[src/common/dp_config.svh]
`ifndef DP_CONFIG_SVH
`define DP_CONFIG_SVH

// Data and address width
`define DP_XLEN 32

// Register file has 32 entries
`define DP_REGADDR 5

`endif

[src/common/dpPkg.sv]
`include "dp_config.svh"

package dpPkg;

    // ALU operations used by the supported instructions
    typedef enum logic [2:0] {
        aluAdd,
        aluSub,
        aluAnd,
        aluOr,
        aluXor,
        aluSlt
    } aluOpT;

    // Fetch to decode
    typedef struct packed {
        logic                   valid;
        logic [`DP_XLEN-1:0]    instr;
        logic [`DP_XLEN-1:0]    pc;
    } fetchT;

    // Decode to execute
    typedef struct packed {
        logic                   valid;
        logic [`DP_REGADDR-1:0] rs1;
        logic [`DP_REGADDR-1:0] rs2;
        logic [`DP_REGADDR-1:0] rd;
        logic [`DP_XLEN-1:0]    rd1;
        logic [`DP_XLEN-1:0]    rd2;
        logic [`DP_XLEN-1:0]    pc;
        logic [`DP_XLEN-1:0]    imm;
        aluOpT                  aluOp;
        logic                   useImm;
        logic                   regWrite;
        logic                   memRead;
        logic                   memWrite;
        logic                   branch;
    } decodeT;

    // Execute to writeback, rd of zero means nothing is written
    typedef struct packed {
        logic                   valid;
        logic [`DP_REGADDR-1:0] rd;
        logic [`DP_XLEN-1:0]    data;
    } wbT;

endpackage

[src/decode/decodeStage.sv]
`timescale 1ns/1ps
`include "dp_config.svh"

module decodeStage import dpPkg::*; (
    input  logic   clk,
    input  logic   arstN,
    input  fetchT  fetchD,
    input  wbT     wbW,
    output decodeT decodeD
);

    localparam logic [6:0] OpRType  = 7'b0110011;
    localparam logic [6:0] OpImm    = 7'b0010011;
    localparam logic [6:0] OpLoad   = 7'b0000011;
    localparam logic [6:0] OpStore  = 7'b0100011;
    localparam logic [6:0] OpBranch = 7'b1100011;

    logic [6:0]             opcode;
    logic [2:0]             funct3;
    logic [6:0]             funct7;
    logic [`DP_REGADDR-1:0] rdField;
    logic [`DP_REGADDR-1:0] rs1Field;
    logic [`DP_REGADDR-1:0] rs2Field;
    logic [`DP_XLEN-1:0]    immI;
    logic [`DP_XLEN-1:0]    immS;
    logic [`DP_XLEN-1:0]    immB;
    logic [`DP_XLEN-1:0]    imm;
    logic [`DP_XLEN-1:0]    rd1;
    logic [`DP_XLEN-1:0]    rd2;
    aluOpT                  aluOp;
    logic                   useRs1;
    logic                   useRs2;
    logic                   useImm;
    logic                   regWrite;
    logic                   memRead;
    logic                   memWrite;
    logic                   branch;

    assign opcode   = fetchD.instr[6:0];
    assign rdField  = fetchD.instr[11:7];
    assign funct3   = fetchD.instr[14:12];
    assign rs1Field = fetchD.instr[19:15];
    assign rs2Field = fetchD.instr[24:20];
    assign funct7   = fetchD.instr[31:25];

    // Sign-extended immediates
    assign immI = {{20{fetchD.instr[31]}}, fetchD.instr[31:20]};
    assign immS = {{20{fetchD.instr[31]}}, fetchD.instr[31:25], fetchD.instr[11:7]};
    assign immB = {{19{fetchD.instr[31]}}, fetchD.instr[31], fetchD.instr[7],
                   fetchD.instr[30:25], fetchD.instr[11:8], 1'b0};

    // Anything not matched below stays a no-op
    always_comb begin
        aluOp    = aluAdd;
        imm      = '0;
        useRs1   = 1'b0;
        useRs2   = 1'b0;
        useImm   = 1'b0;
        regWrite = 1'b0;
        memRead  = 1'b0;
        memWrite = 1'b0;
        branch   = 1'b0;
        case (opcode)
            OpRType: begin
                regWrite = 1'b1;
                useRs1   = 1'b1;
                useRs2   = 1'b1;
                case ({funct7, funct3})
                    10'b0000000_000: aluOp = aluAdd;
                    10'b0100000_000: aluOp = aluSub;
                    10'b0000000_111: aluOp = aluAnd;
                    10'b0000000_110: aluOp = aluOr;
                    10'b0000000_100: aluOp = aluXor;
                    10'b0000000_010: aluOp = aluSlt;
                    default: begin
                        regWrite = 1'b0;
                        useRs1   = 1'b0;
                        useRs2   = 1'b0;
                    end
                endcase
            end
            OpImm: begin
                if (funct3 == 3'b000) begin
                    useRs1   = 1'b1;
                    useImm   = 1'b1;
                    regWrite = 1'b1;
                    imm      = immI;
                end
            end
            OpLoad: begin
                if (funct3 == 3'b010) begin
                    useRs1   = 1'b1;
                    useImm   = 1'b1;
                    regWrite = 1'b1;
                    memRead  = 1'b1;
                    imm      = immI;
                end
            end
            OpStore: begin
                if (funct3 == 3'b010) begin
                    useRs1   = 1'b1;
                    useRs2   = 1'b1;
                    useImm   = 1'b1;
                    memWrite = 1'b1;
                    imm      = immS;
                end
            end
            OpBranch: begin
                // BEQ only, compare happens in execute
                if (funct3 == 3'b000) begin
                    useRs1 = 1'b1;
                    useRs2 = 1'b1;
                    branch = 1'b1;
                    imm    = immB;
                end
            end
            default: ;
        endcase
    end

    regFile i_regFile (
        .clk   (clk),
        .arstN (arstN),
        .ra1   (rs1Field),
        .ra2   (rs2Field),
        .we    (wbW.valid),
        .wa    (wbW.rd),
        .wd    (wbW.data),
        .rd1   (rd1),
        .rd2   (rd2)
    );

    // Unused source fields read as x0 so the hazard unit ignores them
    always_comb begin
        decodeD.valid    = fetchD.valid;
        decodeD.rs1      = (fetchD.valid && useRs1) ? rs1Field : '0;
        decodeD.rs2      = (fetchD.valid && useRs2) ? rs2Field : '0;
        decodeD.rd       = (fetchD.valid && regWrite) ? rdField : '0;
        decodeD.rd1      = rd1;
        decodeD.rd2      = rd2;
        decodeD.pc       = fetchD.pc;
        decodeD.imm      = imm;
        decodeD.aluOp    = aluOp;
        decodeD.useImm   = useImm;
        decodeD.regWrite = fetchD.valid && regWrite;
        decodeD.memRead  = fetchD.valid && memRead;
        decodeD.memWrite = fetchD.valid && memWrite;
        decodeD.branch   = fetchD.valid && branch;
    end

endmodule

[src/execute/executeStage.sv]
`timescale 1ns/1ps
`include "dp_config.svh"

module executeStage import dpPkg::*; (
    input  decodeT              decodeE,
    input  logic [`DP_XLEN-1:0] memRdata,
    output wbT                  wbE,
    output logic                redirect,
    output logic [`DP_XLEN-1:0] redirectPc,
    output logic                memReq,
    output logic                memWe,
    output logic [`DP_XLEN-1:0] memAddr,
    output logic [`DP_XLEN-1:0] memWdata
);

    logic [`DP_XLEN-1:0] srcB;
    logic [`DP_XLEN-1:0] aluResult;

    assign srcB = decodeE.useImm ? decodeE.imm : decodeE.rd2;

    always_comb begin
        case (decodeE.aluOp)
            aluAdd:  aluResult = decodeE.rd1 + srcB;
            aluSub:  aluResult = decodeE.rd1 - srcB;
            aluAnd:  aluResult = decodeE.rd1 & srcB;
            aluOr:   aluResult = decodeE.rd1 | srcB;
            aluXor:  aluResult = decodeE.rd1 ^ srcB;
            aluSlt:  aluResult = {31'd0, $signed(decodeE.rd1) < $signed(srcB)};
            default: aluResult = '0;
        endcase
    end

    // BEQ resolves here with a target relative to the branch itself
    assign redirect   = decodeE.valid && decodeE.branch && (decodeE.rd1 == decodeE.rd2);
    assign redirectPc = decodeE.pc + decodeE.imm;

    // Address comes from the adder and store data from rs2
    assign memReq   = decodeE.valid && (decodeE.memRead || decodeE.memWrite);
    assign memWe    = decodeE.valid && decodeE.memWrite;
    assign memAddr  = aluResult;
    assign memWdata = decodeE.rd2;

    // Stores, branches and no-ops retire with rd of x0
    always_comb begin
        wbE.valid = decodeE.valid;
        wbE.rd    = decodeE.regWrite ? decodeE.rd : '0;
        wbE.data  = decodeE.memRead ? memRdata : aluResult;
    end

    // Hazard priority assumes a branch never meets a memory access in execute
    always_comb begin
        branchNotMem: assert final (!(redirect && memReq))
            else $error("executeStage: branch and memory request together");
    end

endmodule

[src/dpCore.sv]
`timescale 1ns/1ps
`include "dp_config.svh"

module dpCore import dpPkg::*; (
    input  logic                   clk,
    input  logic                   arstN,
    input  logic [`DP_XLEN-1:0]    instr,
    input  logic [`DP_XLEN-1:0]    pc,
    input  logic                   instrValid,
    output logic                   stallF,
    output logic                   redirect,
    output logic [`DP_XLEN-1:0]    redirectPc,
    output logic                   memReq,
    output logic                   memWe,
    output logic [`DP_XLEN-1:0]    memAddr,
    output logic [`DP_XLEN-1:0]    memWdata,
    input  logic [`DP_XLEN-1:0]    memRdata,
    input  logic                   memReady,
    output logic                   wbValid,
    output logic [`DP_REGADDR-1:0] wbRd,
    output logic [`DP_XLEN-1:0]    wbData
);

    fetchT  fetchF;
    fetchT  fetchD;
    decodeT decodeD;
    decodeT decodeE;
    wbT     wbE;
    wbT     wbW;
    logic   stallD;
    logic   stallE;
    logic   flushD;
    logic   flushE;
    logic   flushW;

    assign fetchF = '{valid: instrValid, instr: instr, pc: pc};

    pipeReg #(.T(fetchT)) i_regFD (
        .clk   (clk),
        .arstN (arstN),
        .stall (stallD),
        .flush (flushD),
        .d     (fetchF),
        .q     (fetchD)
    );

    decodeStage i_decode (
        .clk     (clk),
        .arstN   (arstN),
        .fetchD  (fetchD),
        .wbW     (wbW),
        .decodeD (decodeD)
    );

    pipeReg #(.T(decodeT)) i_regDE (
        .clk   (clk),
        .arstN (arstN),
        .stall (stallE),
        .flush (flushE),
        .d     (decodeD),
        .q     (decodeE)
    );

    executeStage i_execute (
        .decodeE    (decodeE),
        .memRdata   (memRdata),
        .wbE        (wbE),
        .redirect   (redirect),
        .redirectPc (redirectPc),
        .memReq     (memReq),
        .memWe      (memWe),
        .memAddr    (memAddr),
        .memWdata   (memWdata)
    );

    // Writeback never stalls, a memory wait only inserts bubbles
    pipeReg #(.T(wbT)) i_regEW (
        .clk   (clk),
        .arstN (arstN),
        .stall (1'b0),
        .flush (flushW),
        .d     (wbE),
        .q     (wbW)
    );

    hazardUnit i_hazard (
        .rs1D      (decodeD.rs1),
        .rs2D      (decodeD.rs2),
        .validD    (decodeD.valid),
        .rdE       (decodeE.rd),
        .regWriteE (decodeE.regWrite),
        .validE    (decodeE.valid),
        .memReq    (memReq),
        .memReady  (memReady),
        .redirect  (redirect),
        .stallF    (stallF),
        .stallD    (stallD),
        .stallE    (stallE),
        .flushD    (flushD),
        .flushE    (flushE),
        .flushW    (flushW)
    );

    assign wbValid = wbW.valid;
    assign wbRd    = wbW.rd;
    assign wbData  = wbW.data;

endmodule

[src/hazardUnit.sv]
`timescale 1ns/1ps
`include "dp_config.svh"

module hazardUnit (
    input  logic [`DP_REGADDR-1:0] rs1D,
    input  logic [`DP_REGADDR-1:0] rs2D,
    input  logic                   validD,
    input  logic [`DP_REGADDR-1:0] rdE,
    input  logic                   regWriteE,
    input  logic                   validE,
    input  logic                   memReq,
    input  logic                   memReady,
    input  logic                   redirect,
    output logic                   stallF,
    output logic                   stallD,
    output logic                   stallE,
    output logic                   flushD,
    output logic                   flushE,
    output logic                   flushW
);

    logic memWait;
    logic rawHazard;

    assign memWait = memReq && !memReady;

    // Without forwarding decode waits for the writer in execute to reach writeback
    assign rawHazard = validD && validE && regWriteE && (rdE != '0)
                       && ((rdE == rs1D) || (rdE == rs2D));

    // Memory wait freezes everything up to execute
    assign stallF = memWait || (rawHazard && !redirect);
    assign stallD = stallF;
    assign stallE = memWait;
    assign flushW = memWait;

    // Taken branch kills the two younger instructions
    assign flushD = redirect && !memWait;
    assign flushE = !memWait && (redirect || rawHazard);

    // A stage is never held and flushed in the same cycle
    always_comb begin
        holdOrFlush: assert final (!(stallD && flushD) && !(stallE && flushE))
            else $error("hazardUnit: stage stalled and flushed together");
    end

endmodule

[src/pipeReg.sv]
`timescale 1ns/1ps

module pipeReg import dpPkg::*; #(
    parameter type T = fetchT
) (
    input  logic clk,
    input  logic arstN,
    input  logic stall,
    input  logic flush,
    input  T     d,
    output T     q
);

    // Flush wins over stall and leaves an invalid payload
    always_ff @(posedge clk or negedge arstN) begin
        if (!arstN) begin
            q <= '0;
        end else if (flush) begin
            q <= '0;
        end else if (!stall) begin
            q <= d;
        end
    end

    // Held stage keeps its payload through the stalled edge
    holdOnStall: assert property (
        @(posedge clk) disable iff (!arstN)
        (stall && !flush) |=> $stable(q)
    ) else $error("pipeReg: payload changed while stalled");

endmodule

[src/regFile.sv]
`timescale 1ns/1ps
`include "dp_config.svh"

module regFile (
    input  logic                   clk,
    input  logic                   arstN,
    input  logic [`DP_REGADDR-1:0] ra1,
    input  logic [`DP_REGADDR-1:0] ra2,
    input  logic                   we,
    input  logic [`DP_REGADDR-1:0] wa,
    input  logic [`DP_XLEN-1:0]    wd,
    output logic [`DP_XLEN-1:0]    rd1,
    output logic [`DP_XLEN-1:0]    rd2
);

    logic [`DP_XLEN-1:0] regs [32];

    always_ff @(posedge clk or negedge arstN) begin
        if (!arstN) begin
            for (int i = 0; i < 32; i++) begin
                regs[i] <= '0;
            end
        end else if (we && wa != '0) begin
            regs[wa] <= wd;
        end
    end

    // Write-first bypass lets decode see a retiring result in the same cycle
    assign rd1 = (ra1 == '0) ? '0 : ((we && wa == ra1) ? wd : regs[ra1]);
    assign rd2 = (ra2 == '0) ? '0 : ((we && wa == ra2) ? wd : regs[ra2]);

    // A register written at one edge reads back the written value in the next cycle
    readBack: assert property (
        @(posedge clk) disable iff (!arstN)
        ($past(we) && $past(wa) == ra1 && ra1 != '0 && !(we && wa == ra1))
            |-> (rd1 == $past(wd))
    ) else $error("regFile: written value not read back");

endmodule

[config.mk]
export PLATFORM = sky130hd
export DESIGN_NAME = dpCore
export DESIGN_NICKNAME = d
export VERILOG_FILES = /design/src/common/dpPkg.sv /design/src/decode/decodeStage.sv /design/src/execute/executeStage.sv /design/src/dpCore.sv /design/src/hazardUnit.sv /design/src/pipeReg.sv /design/src/regFile.sv
export VERILOG_INCLUDE_DIRS = /design/src /design/src/common
export SDC_FILE = /design/constraint.sdc
export NUM_CORES = 2
export LEC_CHECK = 0
export BUFFER_PORTS_ARGS = -buffer_cell sky130_fd_sc_hd__buf_2
export CAP_MARGIN = 20
export CORE_MARGIN = 4
export CORE_UTILIZATION = 65
export CTS_CLUSTER_SIZE = 10
export DETAILED_ROUTE_END_ITERATION = 8
export HOLD_SLACK_MARGIN = 0.08
export PLACE_DENSITY = 0.8
export SLEW_MARGIN = 40
export SYNTH_ARGS = -nofsm -noshare
export SYNTH_HDL_FRONTEND = slang
export SYNTH_SLANG_ARGS = --single-unit
[constraint.sdc]
create_clock -name clk -period 12.55 [get_ports clk]
set_input_delay 0.6275 -clock clk [delete_from_list [all_inputs] [get_ports clk]]
set_output_delay 0.6275 -clock clk [all_outputs]
set_load 0.1 [all_outputs]
==> flow_summary.ini <==
[job]
maxCapViolCount = 0

[route]
vias = 52600
drcViolationCount = 0
via_per_inst = 7.41
wl_per_cell_um = 33.4
initialDrtViolationCount = 6181
ant_nets = 0
dr.pass1.iters = 8
totalWireLength_um = 237000

[logic_synthesis]
synth_edf_count = 0
synth-xor-area-share = 0.0108
ys_ff_latch = 1250
synth-async-reset-ratio = 1.00
synth_nets = 5886
synthMuxAreaShare = 0.343
netlist_area_um2 = 71200
synth_cell_types = 85
synth_top_family_by_area = multiplexers
synth_compound_area_frac = 0.0911
yosys.area_share.simple = 0.0503
postSynthCellCount = 5647
ys_seq_area_frac = 0.439
synth_adder_area_share = 0.0247
synth_warnings = 0
ys.flop_type = dfrtp_1
syn_avg_cell_area_um2 = 12.6

[place]
dp_hpwl_um = 145000
placement.io_buffers = 237
post-place-cells = 6857
gp_congestion = 0.966

[timing]
slew_headroom = 0.333
tightest_slew_ns = 0.975
setup-tns-final_ns = 0
max_freq_ghz = 0.155
finalSetupViolCount = 0
period_share = 0.516
fin_crit_ns = 6.47
fin_worst_skew_ns = 0.0318
drv_slew = 0
final_hold_viol_count = 0
rsz0062_at_grt = false

[clock_network]
cts.htree.levels = 4
cts_sinks = 1250
insertion_delay_ns = 0.76
root_buffer = clkbuf_16
tritoncts = yes
cts_buffer_depth = 3
cts_resized = 0
cts_buffers = 148
clk_pin_slew_ns = 0.06

[cells_and_area]
layout-drive-gt1-share = 0.383
nNetsFinal = 5874
fin_cells = 7097
syn_to_final_growth_pct = 9.74

[floorplan]
start_util = 0.654
dieArea_um2 = 115000
io_pins = 238
core_area_um2 = 109000
die_w_um = 339
die_y_um = 339
rows = 121

[critical_path]
cp.arrival_ns = 5.84
reg2reg_depth = 13
startpoint_type = register
cp_max_fo = 20
worstPathRequired_ns = 11.92
critPathKind = register to output pin
end_kind = output pin

[global_routing]
grt_max_degree = 110
grt_overflow_total = 0
grt_usage = 0.411
grt_pass1_vias = 53200
grt_pass1_wl_um = 352000
antenna_found_initial = 11

[worst_hold_path]
min_path_type = input port to register
hold_path_depth = 2

[run_status]
outcome = finished clean

[power_and_ir_drop]
power_density_nw_per_um2 = 117
ir_drop_uv = 132
leakage_nw = 36.5
[path summary, 6_finish.rpt]
| kind | to | from | slack (ns) |
|---|---|---|---|
| min in group asynchronous | i_regEW.q[30] | arstN | 0.44 |
| worst min-delay path | i_regFD.q[64] | instrValid | 0.11 |
| worst max-delay path | memAddr[30] | i_regDE.q[4] | 6.08 |
| worst min register to register | i_decode.i_regFile.regs[1008] | i_decode.i_regFile.regs[1008] | 0.40 |
| worst max register to register | i_regEW.q[28] | i_regDE.q[4] | 7.62 |
| max in group asynchronous | i_decode.i_regFile.regs[90] | arstN | 9.75 |
[registers in the layout (all words and copies together), names as in the netlist]
register	count
i_decode.i_regFile.regs	1024
i_regEW.q	38
i_regDE.q	123
i_regFD.q	65
[area by class of cell]
class | count | area, µm²
multi-input combinational | 3677 | 37400
sequential | 1250 | 31300
fill | 7097 | 30700
clock buffer | 178 | 3880
timing repair buffer | 422 | 3040
tap | 1414 | 1770
inverter | 136 | 512
clock inverter | 17 | 216
antenna | 3 | 7.51
[kinds of logic after synthesis]
family	after synthesis
muxes	1710
xor gates and xnor gates	88
AOI/OAI and AO/OA	963
buffers and inverters	720
DFF	1250
adders and majority gates	139
and+or+nand+nor	777
[critical path: stages, from the launching register on]
cell,delay [ns]
dfrtp_1,0.91
and2_1,0.75
a21oi_1,0.19
ha_1,0.55
nor4_1,0.40
nand2b_1,0.18
nor3_1,0.21
o211ai_1,0.21
a21oi_1,0.30
o22ai_1,0.22
o311ai_0,0.38
a32o_1,0.31
buf_2,0.45
[power breakdown]
part	total, mW	internal (mW)	leakage, nW	switching (mW)
clock	3.84	2.18	2.00	1.66
combinational	1.13	0.281	17.4	0.850
sequential	4.17	4.07	17.1	0.0980
total	9.14	6.53	36.5	2.60
[per-stage QoR]
| step | util | instance area (µm²) | hold WS [ns] | setup WS [ns] | power, mW |
|---|---|---|---|---|---|
| 2_1_floorplan | - | 71200 | 0.332 | 5.81 | 4.92 |
| 3_3_place_gp | 0.672 | 73100 | 0.377 | 6.69 | 5.32 |
| 3_5_place_dp | 0.675 | 73500 | 0.387 | 6.93 | 5.33 |
| 4_1_cts | 0.717 | 78000 | 0.0833 | 6.13 | 9.13 |
| 5_1_grt | 0.718 | 78100 | 0.0869 | 5.80 | 9.39 |
| 6_report | 0.718 | 78100 | 0.109 | 6.08 | 9.14 |
[routing by layer]
metal,track usage,vias to the layer above,wire length (µm)
met2,0.607,3444,105000
met3,0.127,945,29900
met1,0.541,27000,85600
met5,0.0104,-,206
met4,0.239,10,16800
li1,-,21200,-
[cells in the final DEF (no fill, tap or decap), drive strengths merged, types with 13 or more instances in the layout]
master and instances:
a2111oi 14, inv 140, a22o 75, o21ba 13
xor2 31, o31ai 17, a21oi 221, o221ai 32
a31oi 20, or3 15, and3 19, o211ai 25
nor3 78, nand3 32, nand2 270, a221oi 64
ha 136, a21o 25, nor4 19, a211oi 42
o21ai 173, a211o 14, clkbuf 178, nand4 19
or2 13, mux2 1034, mux4 478, dfrtp 1250
nand2b 28, buf 383, xnor2 57, o22ai 120
nor2 218, mux2i 198, dlygate4sd3 39, nor2b 26
[Yosys cell counts (12+ instances only)]
library cell,count,area share
o21a_1,12,0.0013
mux4_2,478,0.15
a21oi_1,221,0.016
nor3_1,78,0.0055
clkbuf_1,389,0.021
mux2i_1,198,0.028
o31ai_1,15,0.0016
a21o_1,25,0.0026
buf_4,36,0.0038
a22o_1,75,0.0092
mux2_2,1033,0.16
a221oi_1,64,0.0079
nor2b_1,26,0.0023
a211oi_1,42,0.0044
nor4_1,18,0.0016
ha_1,136,0.024
and3_1,19,0.0017
xnor2_1,57,0.0070
o221ai_1,32,0.0039
a2111oi_0,13,0.0016
xor2_1,31,0.0038
or2_2,12,0.0011
nand2_1,270,0.014
o211ai_1,25,0.0026
o22ai_1,120,0.011
buf_2,64,0.0045
o21bai_1,12,0.0013
o21ai_1,80,0.0056
o21ai_0,93,0.0065
a31oi_1,20,0.0018
a211o_1,14,0.0017
dfrtp_1,1250,0.44
buf_1,95,0.0050
nor2_1,218,0.011
or3_1,15,0.0013
nand4_1,19,0.0017
inv_1,130,0.0069
nand2b_1,28,0.0025
nand3_1,32,0.0022
[repair_timing]
action                                  CTS  global route
setup buffers                             0             0
hold endpoints to repair                142             0
endpoints found under the setup margin    0             0
hold buffers                             39             0
Power figures use the tool's default switching activity.
